--- src/mipsPkg.sv ---
package mipsPkg;

    ////////////////////////////////////////
    // Instruction encodings
    ////////////////////////////////////////

    // Major opcodes in instruction bits 31:26
    typedef enum logic [5:0] {
        OP_RTYPE = 6'h00,
        OP_J     = 6'h02,
        OP_BEQ   = 6'h04,
        OP_BNE   = 6'h05,
        OP_ADDI  = 6'h08,
        OP_SLTI  = 6'h0a,
        OP_ANDI  = 6'h0c,
        OP_ORI   = 6'h0d,
        OP_LUI   = 6'h0f,
        OP_LB    = 6'h20,
        OP_LW    = 6'h23,
        OP_SB    = 6'h28,
        OP_SW    = 6'h2b
    } opcodeE;

    // R-type function codes in instruction bits 5:0
    typedef enum logic [5:0] {
        FN_ADD = 6'h20,
        FN_SUB = 6'h22,
        FN_AND = 6'h24,
        FN_OR  = 6'h25,
        FN_SLT = 6'h2a
    } functE;

    // Operations of the execute stage ALU
    typedef enum logic [2:0] {
        ALU_ADD = 3'd0,
        ALU_SUB = 3'd1,
        ALU_AND = 3'd2,
        ALU_OR  = 3'd3,
        ALU_SLT = 3'd4,
        ALU_LUI = 3'd5
    } aluOpE;

    ////////////////////////////////////////
    // Bundles
    ////////////////////////////////////////

    // Decoded control for one instruction
    typedef struct packed {
        logic  regWrite;
        logic  memToReg;
        logic  memRead;
        logic  memWrite;
        logic  byteAccess;  // lb / sb
        logic  branch;
        logic  branchNe;    // bne when set, beq otherwise
        logic  jump;
        logic  regDst;      // rd when set, rt otherwise
        logic  aluSrc;      // immediate as second operand
        logic  zeroExt;
        aluOpE aluOp;
    } ctrlT;

    // Data bus request with word address and byte lanes
    typedef struct packed {
        logic [31:0] addr;
        logic [31:0] wrData;
        logic [3:0]  byteEn;
        logic        wrEn;
    } dmemReqT;

    // One register file write
    typedef struct packed {
        logic        en;
        logic [4:0]  addr;
        logic [31:0] data;
    } regWriteT;

endpackage
--- src/cpuTop.sv ---
module cpuTop
    import mipsPkg::*;
#(
    parameter logic [31:0] RESET_PC = 32'h0000_0000
)
(
    input  logic        i_clk,
    input  logic        i_rstN,
    input  logic [31:0] i_imemData,
    input  logic [31:0] i_dmemRdData,
    output logic [31:0] o_imemAddr,
    output dmemReqT     o_dmemReq
);

    logic [4:0]  rsAddr;
    logic [4:0]  rtAddr;
    logic [25:0] jumpIndex;
    logic [31:0] pcPlus4;
    logic        valid;
    ctrlT        ctrl;
    logic [31:0] rsData;
    logic [31:0] rtData;
    logic [31:0] aluResult;
    logic [31:0] storeData;
    logic [4:0]  destReg;
    logic        takeBranch;
    logic [31:0] branchTarget;
    regWriteT    regWr;

    // Instruction fields
    assign rsAddr    = i_imemData[25:21];
    assign rtAddr    = i_imemData[20:16];
    assign jumpIndex = i_imemData[25:0];

    ////////////////////////////////////////
    // Fetch
    ////////////////////////////////////////
    fetchUnit #(
        .RESET_PC       (RESET_PC    )
    ) u_fetchUnit (
        .i_clk          (i_clk       ),
        .i_rstN         (i_rstN      ),
        .i_ctrl         (ctrl        ),
        .i_takeBranch   (takeBranch  ),
        .i_branchTarget (branchTarget),
        .i_jumpIndex    (jumpIndex   ),
        .o_pc           (o_imemAddr  ),
        .o_pcPlus4      (pcPlus4     ),
        .o_valid        (valid       )
    );

    ////////////////////////////////////////
    // Decode and register read
    ////////////////////////////////////////
    instrDecoder u_instrDecoder (
        .i_instr        (i_imemData  ),
        .i_valid        (valid       ),
        .o_ctrl         (ctrl        )
    );

    regFile u_regFile (
        .i_clk          (i_clk       ),
        .i_rstN         (i_rstN      ),
        .i_rsAddr       (rsAddr      ),
        .i_rtAddr       (rtAddr      ),
        .i_wr           (regWr       ),
        .o_rsData       (rsData      ),
        .o_rtData       (rtData      )
    );

    ////////////////////////////////////////
    // Execute, memory and writeback
    ////////////////////////////////////////
    executeUnit u_executeUnit (
        .i_instr        (i_imemData  ),
        .i_ctrl         (ctrl        ),
        .i_rsData       (rsData      ),
        .i_rtData       (rtData      ),
        .i_pcPlus4      (pcPlus4     ),
        .o_aluResult    (aluResult   ),
        .o_storeData    (storeData   ),
        .o_destReg      (destReg     ),
        .o_takeBranch   (takeBranch  ),
        .o_branchTarget (branchTarget)
    );

    memAccess u_memAccess (
        .i_ctrl         (ctrl        ),
        .i_aluResult    (aluResult   ),
        .i_storeData    (storeData   ),
        .i_destReg      (destReg     ),
        .i_dmemRdData   (i_dmemRdData),
        .o_dmemReq      (o_dmemReq   ),
        .o_regWr        (regWr       )
    );

endmodule

--- src/memAccess.sv ---
module memAccess
    import mipsPkg::*;
(
    input  ctrlT        i_ctrl,
    input  logic [31:0] i_aluResult,
    input  logic [31:0] i_storeData,
    input  logic [4:0]  i_destReg,
    input  logic [31:0] i_dmemRdData,
    output dmemReqT     o_dmemReq,
    output regWriteT    o_regWr
);

    logic [1:0]  byteSel;
    logic [3:0]  laneMask;
    logic [7:0]  loadByte;
    logic [31:0] loadValue;

    assign byteSel = i_aluResult[1:0];

    // Lane 0 is the least significant byte
    assign laneMask = i_ctrl.byteAccess ? (4'b0001 << byteSel) : 4'b1111;

    ////////////////////////////////////////
    // Data bus request
    ////////////////////////////////////////
    always_comb begin
        o_dmemReq.addr   = {i_aluResult[31:2], 2'b00};
        o_dmemReq.wrData = i_ctrl.byteAccess ? {4{i_storeData[7:0]}} : i_storeData;
        o_dmemReq.byteEn = (i_ctrl.memRead || i_ctrl.memWrite) ? laneMask : 4'b0000;
        o_dmemReq.wrEn   = i_ctrl.memWrite;
    end

    ////////////////////////////////////////
    // Load alignment and writeback
    ////////////////////////////////////////
    always_comb begin
        case (byteSel)
            2'd0:    loadByte = i_dmemRdData[7:0];
            2'd1:    loadByte = i_dmemRdData[15:8];
            2'd2:    loadByte = i_dmemRdData[23:16];
            default: loadByte = i_dmemRdData[31:24];
        endcase
    end

    // lb sign-extends, lw takes the word as is
    assign loadValue = i_ctrl.byteAccess ? {{24{loadByte[7]}}, loadByte} : i_dmemRdData;

    always_comb begin
        o_regWr.en   = i_ctrl.regWrite;
        o_regWr.addr = i_destReg;
        o_regWr.data = i_ctrl.memToReg ? loadValue : i_aluResult;
    end

endmodule

--- src/executeUnit.sv ---
module executeUnit
    import mipsPkg::*;
(
    input  logic [31:0] i_instr,
    input  ctrlT        i_ctrl,
    input  logic [31:0] i_rsData,
    input  logic [31:0] i_rtData,
    input  logic [31:0] i_pcPlus4,
    output logic [31:0] o_aluResult,
    output logic [31:0] o_storeData,
    output logic [4:0]  o_destReg,
    output logic        o_takeBranch,
    output logic [31:0] o_branchTarget
);

    logic [15:0] imm;
    logic [4:0]  rtField;
    logic [4:0]  rdField;
    logic [31:0] immSext;
    logic [31:0] immExt;
    logic [31:0] opB;
    logic [31:0] aluResult;
    logic        zero;

    assign imm     = i_instr[15:0];
    assign rtField = i_instr[20:16];
    assign rdField = i_instr[15:11];

    ////////////////////////////////////////
    // Operand selection
    ////////////////////////////////////////
    assign immSext = {{16{imm[15]}}, imm};
    assign immExt  = i_ctrl.zeroExt ? {16'h0000, imm} : immSext;
    assign opB     = i_ctrl.aluSrc ? immExt : i_rtData;

    ////////////////////////////////////////
    // ALU
    ////////////////////////////////////////
    always_comb begin
        case (i_ctrl.aluOp)
            ALU_ADD: aluResult = i_rsData + opB;
            ALU_SUB: aluResult = i_rsData - opB;
            ALU_AND: aluResult = i_rsData & opB;
            ALU_OR:  aluResult = i_rsData | opB;
            ALU_SLT: aluResult = {31'd0, $signed(i_rsData) < $signed(opB)};
            ALU_LUI: aluResult = {imm, 16'h0000};
            default: aluResult = '0;
        endcase
    end

    assign zero = (aluResult == 32'd0);

    // Branch compare is the subtraction rs - rt
    assign o_takeBranch   = i_ctrl.branch && (i_ctrl.branchNe ? !zero : zero);
    assign o_branchTarget = i_pcPlus4 + {immSext[29:0], 2'b00};

    assign o_aluResult = aluResult;
    assign o_storeData = i_rtData;
    assign o_destReg   = i_ctrl.regDst ? rdField : rtField;

endmodule

--- src/regFile.sv ---
module regFile
    import mipsPkg::*;
(
    input  logic        i_clk,
    input  logic        i_rstN,
    input  logic [4:0]  i_rsAddr,
    input  logic [4:0]  i_rtAddr,
    input  regWriteT    i_wr,
    output logic [31:0] o_rsData,
    output logic [31:0] o_rtData
);

    logic [31:0] regs [32];

    // Writes land at the end of the cycle, so a same-cycle read
    // of the target still sees the previous value
    always_ff @(posedge i_clk or negedge i_rstN) begin
        if (!i_rstN) begin
            for (int i = 0; i < 32; i++) begin
                regs[i] <= '0;
            end
        end else if (i_wr.en && (i_wr.addr != 5'd0)) begin
            regs[i_wr.addr] <= i_wr.data;
        end
    end

    ////////////////////////////////////////
    // Read ports
    ////////////////////////////////////////
    // $zero is hardwired
    always_comb begin
        o_rsData = regs[i_rsAddr];
        o_rtData = regs[i_rtAddr];
        if (i_rsAddr == 5'd0) begin
            o_rsData = '0;
        end
        if (i_rtAddr == 5'd0) begin
            o_rtData = '0;
        end
    end

endmodule

--- src/instrDecoder.sv ---
module instrDecoder
    import mipsPkg::*;
(
    input  logic [31:0] i_instr,
    input  logic        i_valid,
    output ctrlT        o_ctrl
);

    logic [5:0] opcode;
    logic [5:0] funct;
    ctrlT       dec;

    assign opcode = i_instr[31:26];
    assign funct  = i_instr[5:0];

    ////////////////////////////////////////
    // Main and ALU control
    ////////////////////////////////////////
    // Anything not listed falls through as a no-op
    always_comb begin
        dec       = '0;
        dec.aluOp = ALU_ADD;
        case (opcode)
            OP_RTYPE: begin
                dec.regDst   = 1'b1;
                dec.regWrite = 1'b1;
                case (funct)
                    FN_ADD:  dec.aluOp = ALU_ADD;
                    FN_SUB:  dec.aluOp = ALU_SUB;
                    FN_AND:  dec.aluOp = ALU_AND;
                    FN_OR:   dec.aluOp = ALU_OR;
                    FN_SLT:  dec.aluOp = ALU_SLT;
                    default: dec.regWrite = 1'b0;
                endcase
            end
            OP_ADDI, OP_SLTI, OP_ANDI, OP_ORI, OP_LUI: begin
                dec.regWrite = 1'b1;
                dec.aluSrc   = 1'b1;
                // Logical immediates are zero extended
                dec.zeroExt  = (opcode == OP_ANDI) || (opcode == OP_ORI);
                case (opcode)
                    OP_SLTI: dec.aluOp = ALU_SLT;
                    OP_ANDI: dec.aluOp = ALU_AND;
                    OP_ORI:  dec.aluOp = ALU_OR;
                    OP_LUI:  dec.aluOp = ALU_LUI;
                    default: dec.aluOp = ALU_ADD;
                endcase
            end
            OP_LW, OP_LB: begin
                dec.regWrite   = 1'b1;
                dec.memToReg   = 1'b1;
                dec.memRead    = 1'b1;
                dec.aluSrc     = 1'b1;
                dec.byteAccess = (opcode == OP_LB);
            end
            OP_SW, OP_SB: begin
                dec.memWrite   = 1'b1;
                dec.aluSrc     = 1'b1;
                dec.byteAccess = (opcode == OP_SB);
            end
            OP_BEQ, OP_BNE: begin
                dec.branch   = 1'b1;
                dec.branchNe = (opcode == OP_BNE);
                dec.aluOp    = ALU_SUB;
            end
            OP_J: begin
                dec.jump = 1'b1;
            end
            default: begin
                dec = '0;
            end
        endcase
    end

    // Nothing may change state before the first fetch is valid
    always_comb begin
        o_ctrl = dec;
        if (!i_valid) begin
            o_ctrl.regWrite = 1'b0;
            o_ctrl.memWrite = 1'b0;
            o_ctrl.memRead  = 1'b0;
            o_ctrl.branch   = 1'b0;
            o_ctrl.jump     = 1'b0;
        end
    end

endmodule

--- src/fetchUnit.sv ---
module fetchUnit
    import mipsPkg::*;
#(
    parameter logic [31:0] RESET_PC = 32'h0000_0000
)
(
    input  logic        i_clk,
    input  logic        i_rstN,
    input  ctrlT        i_ctrl,
    input  logic        i_takeBranch,
    input  logic [31:0] i_branchTarget,
    input  logic [25:0] i_jumpIndex,
    output logic [31:0] o_pc,
    output logic [31:0] o_pcPlus4,
    output logic        o_valid
);

    logic [31:0] pc;
    logic [31:0] pcPlus4;
    logic [31:0] jumpTarget;
    logic [31:0] nextPc;
    logic        valid;

    assign pcPlus4    = pc + 32'd4;
    // Jump keeps the 256 MB region of the delay slot address
    assign jumpTarget = {pcPlus4[31:28], i_jumpIndex, 2'b00};

    // Jump wins over branch, branch over sequential
    always_comb begin
        if (i_ctrl.jump) begin
            nextPc = jumpTarget;
        end else if (i_takeBranch) begin
            nextPc = i_branchTarget;
        end else begin
            nextPc = pcPlus4;
        end
    end

    ////////////////////////////////////////
    // PC and valid registers
    ////////////////////////////////////////
    // First edge after reset only raises valid, so the instruction
    // at RESET_PC gets a full cycle before the PC moves on
    always_ff @(posedge i_clk or negedge i_rstN) begin
        if (!i_rstN) begin
            pc    <= RESET_PC;
            valid <= 1'b0;
        end else begin
            valid <= 1'b1;
            if (valid) begin
                pc <= nextPc;
            end
        end
    end

    assign o_pc      = pc;
    assign o_pcPlus4 = pcPlus4;
    assign o_valid   = valid;

endmodule

--- config.mk ---
export PLATFORM = sky130hd
export DESIGN_NAME = cpuTop
export DESIGN_NICKNAME = d
export VERILOG_FILES = /design/src/mipsPkg.sv /design/src/cpuTop.sv /design/src/memAccess.sv /design/src/executeUnit.sv /design/src/regFile.sv /design/src/instrDecoder.sv /design/src/fetchUnit.sv
export SDC_FILE = /design/constraint.sdc
export NUM_CORES = 2
export LEC_CHECK = 0
export BUFFER_PORTS_ARGS = -buffer_cell sky130_fd_sc_hd__buf_2
export CORE_AREA = 8 8 361 363
export DETAILED_ROUTE_END_ITERATION = 10
export DIE_AREA = 0 0 369 371
export PLACE_DENSITY = 0.8
export SYNTH_ARGS = -nofsm -noshare
export SYNTH_HDL_FRONTEND = slang
export SYNTH_SLANG_ARGS = --single-unit
export TNS_END_PERCENT = 10
--- constraint.sdc ---
create_clock -name i_clk -period 6.8 [get_ports i_clk]
set_clock_uncertainty 0.15 [all_clocks]
set_input_delay 0.34 -clock i_clk [delete_from_list [all_inputs] [get_ports i_clk]]
set_output_delay 0.34 -clock i_clk [all_outputs]
set_load 0.02 [all_outputs]
After elaboration in Yosys (flattened, before gate mapping)
Index checks and enable logic that the tools add are counted.
W data, S select, Z words.
{"block": "totals", "inputBits": 66, "output_inout_bits": 101, "regBits": 1057, "elab_cells": 134}
{"block": "classes", "bitwise_logic": 5, "addsub": 4, "n_lt_le_gt_ge": 5, "shifts": 1, "eq_ne": 24, "reduce_logical": 20, "mux": 41}
{"cell": "$bwmux W1024", "n": 1}
{"cell": "$mux W32", "n": 14}
{"cell": "$bmux W32 S5", "n": 2}
{"cell": "$pmux W32 S6", "n": 1}
{"cell": "$demux W32 S5", "n": 1}
{"cell": "$add A32 B32 Y32", "n": 2}
{"cell": "$eq A6 B6 Y1 const B", "n": 9}
{"cell": "$add A32 B3 Y32 const B", "n": 1}
{"cell": "$and A32 B32 Y32", "n": 1}
{"cell": "$logic_not A32 Y1", "n": 1}
{"cell": "$lt A32 B32 Y1", "n": 1}
{"cell": "$or A32 B32 Y32", "n": 1}
{"cell": "$sub A32 B32 Y32", "n": 1}
{"cell": "$eq A6 B4 Y1 const B", "n": 5}
{"cell": "$pmux W3 S4", "n": 2}
{"cell": "$pmux W8 S3", "n": 1}
{"cell": "$ge A6 B6 Y1 const B", "n": 3}
{"cell": "$not A5 Y6", "n": 3}
{"cell": "$eq A6 B3 Y1 const B", "n": 2}
{"cell": "$logic_not A5 Y1", "n": 2}
{"cell": "$mux W1", "n": 10}
{"cell": "$reduce_or A5 Y1", "n": 2}
{"cell": "$pmux W3 S3", "n": 1}
{"cell": "$reduce_or A9 Y1", "n": 1}
{"cell": "other kinds (21)", "n": 32}

Depth between registers and ports, before layout
{"block": "depth", "depth_word": 14, "ltp_mapped": 29, "ltp_nobuf": 24}

Modules after synthesis
A second synthesis with hierarchy kept.
{"block": "hier_totals", "cells_unflattened": 5356, "hier_area_um2": 66481.3}
{"mod": "regFile", "seq_area_each_um2": 25624.6, "area_each_um2": 54357.1, "n_inst": 1, "cells_each": 3621}
{"mod": "executeUnit", "seq_area_each_um2": 0.0, "area_each_um2": 7443.4, "n_inst": 1, "cells_each": 1094}
{"mod": "fetchUnit", "seq_area_each_um2": 825.8, "area_each_um2": 2847.7, "n_inst": 1, "cells_each": 353}
{"mod": "memAccess", "seq_area_each_um2": 0.0, "area_each_um2": 1531.5, "n_inst": 1, "cells_each": 243}
{"mod": "instrDecoder", "seq_area_each_um2": 0.0, "area_each_um2": 301.5, "n_inst": 1, "cells_each": 45}

Worst setup path before layout
OpenSTA, ideal clock, no wires.
{"block": "synth_timing", "path_type": "input port to flip-flop", "startpoint": "input port i_imemData[21]", "endpoint": "register u_fetchUnit.pc[17] (netlist: u_fetchUnit.o_pc[17])", "t_arrival_ps": 7987, "path_slack_ps": -1463, "stages": 27, "path_buffers": 6, "required_time_ps": 6524, "setup_ps": 126, "path_cell_list": "clkbuf_1 -> buf_1 -> clkbuf_1 -> clkbuf_1 -> clkbuf_1 -> clkbuf_1 -> mux2i_1 -> o22ai_1 -> nor3_1 -> nor3_1 -> ha_1 -> inv_1 -> fa_1 -> or2_2 -> a221oi_1 -> o221ai_1 -> a2111oi_0 -> o21bai_1 -> a21oi_1 -> nor3_1 -> o31ai_1 -> nand4b_1 -> nand4bb_1 -> nor4_4 -> mux2i_1 -> mux2_1 -> a221o_1"}
{"item": "from (decl)", "line": "cpuTop.sv:9", "source": "input logic [31:0] i_imemData,"}
{"item": "to (signal assigned)", "line": "fetchUnit.sv:51", "source": "pc <= nextPc;"}
{"item": "to (decl)", "line": "fetchUnit.sv:18", "source": "logic [31:0] pc;"}

Worst setup path after layout
{"block": "layout_timing", "startpoint": "register u_regFile.regs[898] (netlist name)", "endpoint": "register u_fetchUnit.pc[17] (netlist: u_fetchUnit.o_pc[17])"}
{"block": "layout_via", "elab_chain_cells": 13, "word_cells_on_any_way": 21, "classes_between": "2 x add/sub; 1 x order compare; 13 x mux; 2 x bitwise; 3 x reduce/logical"}
{"item": "from (decl)", "line": "regFile.sv:13", "source": "logic [31:0] regs [32];"}
{"item": "from (signal, indexed assignment)", "line": "regFile.sv:23", "source": "regs[i_wr.addr] <= i_wr.data;"}
{"item": "$bmux W32 S5", "line": "regFile.sv:33", "source": "o_rtData = regs[i_rtAddr];"}
{"item": "$mux W32 (implied by the code) (2 in series)", "line": "regFile.sv:33"}
{"item": "$mux W32", "line": "regFile.sv:37", "source": "if (i_rtAddr == 5'd0) begin"}
{"item": "$mux W32", "line": "executeUnit.sv:34", "source": "assign opB = i_ctrl.aluSrc ? immExt : i_rtData;"}
{"item": "$sub A32 B32 Y32 (tied with other cells)", "line": "executeUnit.sv:42", "source": "ALU_SUB: aluResult = i_rsData - opB;"}
{"item": "$pmux W32 S6 (*)", "line": "executeUnit.sv:40", "source": "case (i_ctrl.aluOp)"}
{"item": "$logic_not A32 Y1 (*)", "line": "executeUnit.sv:51", "source": "assign zero = (aluResult == 32'd0);"}
{"item": "$logic_not A1 Y1", "line": "executeUnit.sv:54", "source": "assign o_takeBranch = i_ctrl.branch && (i_ctrl.branchNe ? !zero : zero);"}
{"item": "$mux W1 (*)", "line": "executeUnit.sv:54"}
{"item": "$logic_and A1 B1 Y1 (*)", "line": "executeUnit.sv:54"}
{"item": "$mux W32 (*)", "line": "fetchUnit.sv:32", "source": "end else if (i_takeBranch) begin"}
{"item": "$mux W32 (*)", "line": "fetchUnit.sv:30", "source": "if (i_ctrl.jump) begin"}
Every way passes the cells marked *; elsewhere a longest branch is shown, timed or not. The select of a mux whose other input is x is not followed.
A chain may end at the register's enable or synchronous reset.

==> results.sh <==
export IMPL_area_growth_syn_to_layout_pct=16.5
export IMPL_endpoint_kind="flop"
export IMPL_cts_max_level=3
export IMPL_layout_nets=6223
export IMPL_wl_met1_um=78500
export IMPL_rows=130
export IMPL_grt_pass1_vias=55000
export IMPL_dpl_cell_count=7568
export IMPL_boundaryPins=167
export IMPL_fillers=9387
export IMPL_final_common_cell="dfrtp_1"
export IMPL_setup_viol=0
export IMPL_seq_area_frac_synth_pct=41.8
export IMPL_multi_input_area_um2=34700
export IMPL_hold_class="input port to flop"
export IMPL_finalCriticalPeriod_ns=6.64
export IMPL_critical_path_class="flop to flop"
export IMPL_worst_pin_slew_ns=1.31
export IMPL_ff2ff_setup_slack_ns=0.16
export IMPL_ir_worst_vdd_v=0.000209
export IMPL_synth_area_per_cell_um2=11.0
export IMPL_regArea_um2=26400
export IMPL_core_area_um2=125000
export IMPL_fp_dieArea_um2=137000
export IMPL_arrival_ns=7.10
export IMPL_die_h_um=371
export IMPL_synth_seq_cells=1055
export IMPL_whs_ns=0.0572
export IMPL_crit_path_start_kind="flop"
export IMPL_clk_pin_slew_ns=0.07
export IMPL_synth_area_leaders="dfrtp_1 42%, mux4_2 20%, mux2_2 6.4%"
export IMPL_synth_edf_count=0
export IMPL_ant_nets=0
export IMPL_hpwl_um=147000
export IMPL_start_util_pct=50.7
export IMPL_hold_end="u_fetchUnit.o_pc[21]"
export IMPL_whs_path_depth=4
export IMPL_regToRegEndpoint="u_fetchUnit.o_pc[17]"
export IMPL_p_leak_nw=32.9
export IMPL_cts_path_max_buffers=3
export IMPL_async_flop_share_pct=100
export IMPL_slew_viol_final=0
export IMPL_viasPerCell=6.90
export IMPL_status="finished with violations"
export IMPL_wl_per_cell_um=29.6
export IMPL_maxCapViolCount=0
export IMPL_cts_tree="done"
export IMPL_place_congestion=0.999
export IMPL_drc=3
export IMPL_power_density_nw_per_um2=236
export IMPL_finalWirelength_um=230000
export IMPL_fmax_ghz=0.151
export IMPL_grt_pass1_wl_um=341000
export IMPL_required_ns=7.26
export IMPL_final_cell_mix="1055 x dfrtp_1, 856 x nand2_1, 784 x o21ai_0"
export IMPL_antenna_found_initial=7
export IMPL_rr_startpoint="u_regFile.regs[898]"
export IMPL_yosysWarnings=0
export IMPL_cts_root_buf="clkbuf_16"
export IMPL_finalCritPeriodShare_pct=97.7
export IMPL_clk_latency_ns=0.73
export IMPL_finalSetupTns_ns=0
export IMPL_worstPathMaxFanout=4
export IMPL_dr_pass1_iters=11
export IMPL_netlist_instances=5727
export IMPL_stdcell_count=7762
export IMPL_fin_util_pct=59.0
export IMPL_yosysUniqueCellTypes=83
export IMPL_synthFlopType="dfrtp_1"
export IMPL_drive_gt1_share_pct=32.9
export IMPL_min_from="i_imemData[19]"
export IMPL_gr_total_overflow=0
export IMPL_portBuffers=162
export IMPL_highest_layer="met5"
export IMPL_grt_max_degree=180
export IMPL_violations="design-rule violations"
export IMPL_syn_cell_area_um2=63100
export IMPL_clock_sinks=1055
export IMPL_timing_slew_headroom_pct=12.4
export IMPL_routed_wl_met2_um=102000
export IMPL_grt_use_total_pct=32.7
export IMPL_wl_met3_um=28600
export IMPL_yosysTopAreaCell="dfrtp_1"
export IMPL_vias=53500
export IMPL_drt_initial_drc_count=8006
export IMPL_numCtsBuffers=101
export IMPL_r2r_cells=24
export IMPL_synth_top_area_share_pct=41.8
export IMPL_hold_violations=0
export IMPL_die_w_um=369
==> logic make-up after synthesis <==
family                   Yosys count  share of synthesized area [%]
AND/OR/NAND/NOR                 1389                           9.58
AO/OA/AOI/OAI                   1299                           11.8
multiplexers                    1084                           29.0
flip-flops                      1055                           41.8
buffers and inverters            699                           4.23
adder cells (fa/ha/maj)          131                           2.63
XOR/XNOR                          68                          0.943
other                              2                         0.0119
==> metal layers <==
layer | track usage (%) | vias to the layer above
li1 | - | 21600
met1 | 39.7 | 26500
met2 | 50.0 | 4175
met3 | 9.24 | 1230
met4 | 24.1 | 6
met5 | 0 | -
==> per-stage QoR <==
step / area (um^2) / setup slack (ns) / power, W
after floorplan: 63500 / 0.00886 / 0.00956
after global placement: 69800 / -0.612 / 0.0112
after detailed placement: 69800 / -0.569 / 0.0114
after CTS: 73300 / 0.00362 / 0.0172
after global routing: 73500 / -0.000705 / 0.0179
final: 73500 / 0.159 / 0.0174
==> where the power goes <==
group	switching [W]	total, W	internal [W]
sequential	0.000420	0.00715	0.00673
combinational	0.00246	0.00435	0.00188
clock	0.00260	0.00586	0.00327
==> worst max-delay path by stage <==
stage	slack [ns]	from	to
after floorplan	0.009	i_imemData[16]	u_fetchUnit.o_pc[17]
after global placement	-0.61	i_imemData[23]	u_fetchUnit.o_pc[17]
after detailed placement	-0.57	i_imemData[16]	u_fetchUnit.o_pc[17]
after CTS	0.004	u_regFile.regs[288]	u_fetchUnit.o_pc[17]
after global routing	-0.0007	u_regFile.regs[640]	u_fetchUnit.o_pc[20]
final	0.16	u_regFile.regs[898]	u_fetchUnit.o_pc[17]
==> worst max-delay path: stages (launching register included) <==
cell and delay [ns]:
dfrtp_1 0.42, mux4_2 0.54, mux4_2 0.49, mux2i_1 0.17
buf_4 0.17, nor2_1 0.07, mux2i_1 0.22, buf_4 0.16
inv_1 0.04, ha_2 0.18, nand2b_1 0.07, a21oi_1 0.09
or4_4 0.52, a211oi_4 0.29, o21ai_2 0.12, a31o_1 0.23
o2111a_1 0.15, or3_4 0.38, a211o_1 0.23, or4_4 0.43
nor4_4 0.25, buf_6 0.19, mux2i_4 0.34, mux2_4 0.33
a221o_1 0.31
==> Yosys cell counts (all sizes together) (23+ instances only) <==
cell type  count
a211oi        23
nand3         73
mux2i        161
dfrtp       1055
mux2         362
a21o          30
and3          29
mux4         561
nor3          91
or2           44
clkbuf       466
inv          121
o21ai        812
o22ai         36
ha           128
o211ai        26
nand2b        26
nand2        859
a21oi        169
a31oi         24
nor2         155
xnor2         49
buf          112
==> state kept, by name (all words and copies together) (netlist names) <==
register,flops
u_regFile.regs,1024
u_fetchUnit.o_valid,1
u_fetchUnit.o_pc,30
==> repair_timing <==
item | 4_1_cts | 5_1_grt
pin swaps | 3 | 22
hold endpoints to repair | 87 | 0
hold buffers | 3 | 0
endpoints found under the setup margin | 30 | 105
resized for setup | 9 | 49
buffers inserted | 0 | 3
==> final cells by class <==
cell class / count / share of cell area (%)
timing repair buffer: 771 / 8.88
clock inverter: 42 / 0.696
sequential: 1055 / 35.9
inverter: 121 / 0.618
multi-input combinational: 3976 / 47.2
clock buffer: 142 / 3.91
tap: 1650 / 2.81
antenna: 5 / 0.0170
Power figures use the tool's default switching activity.
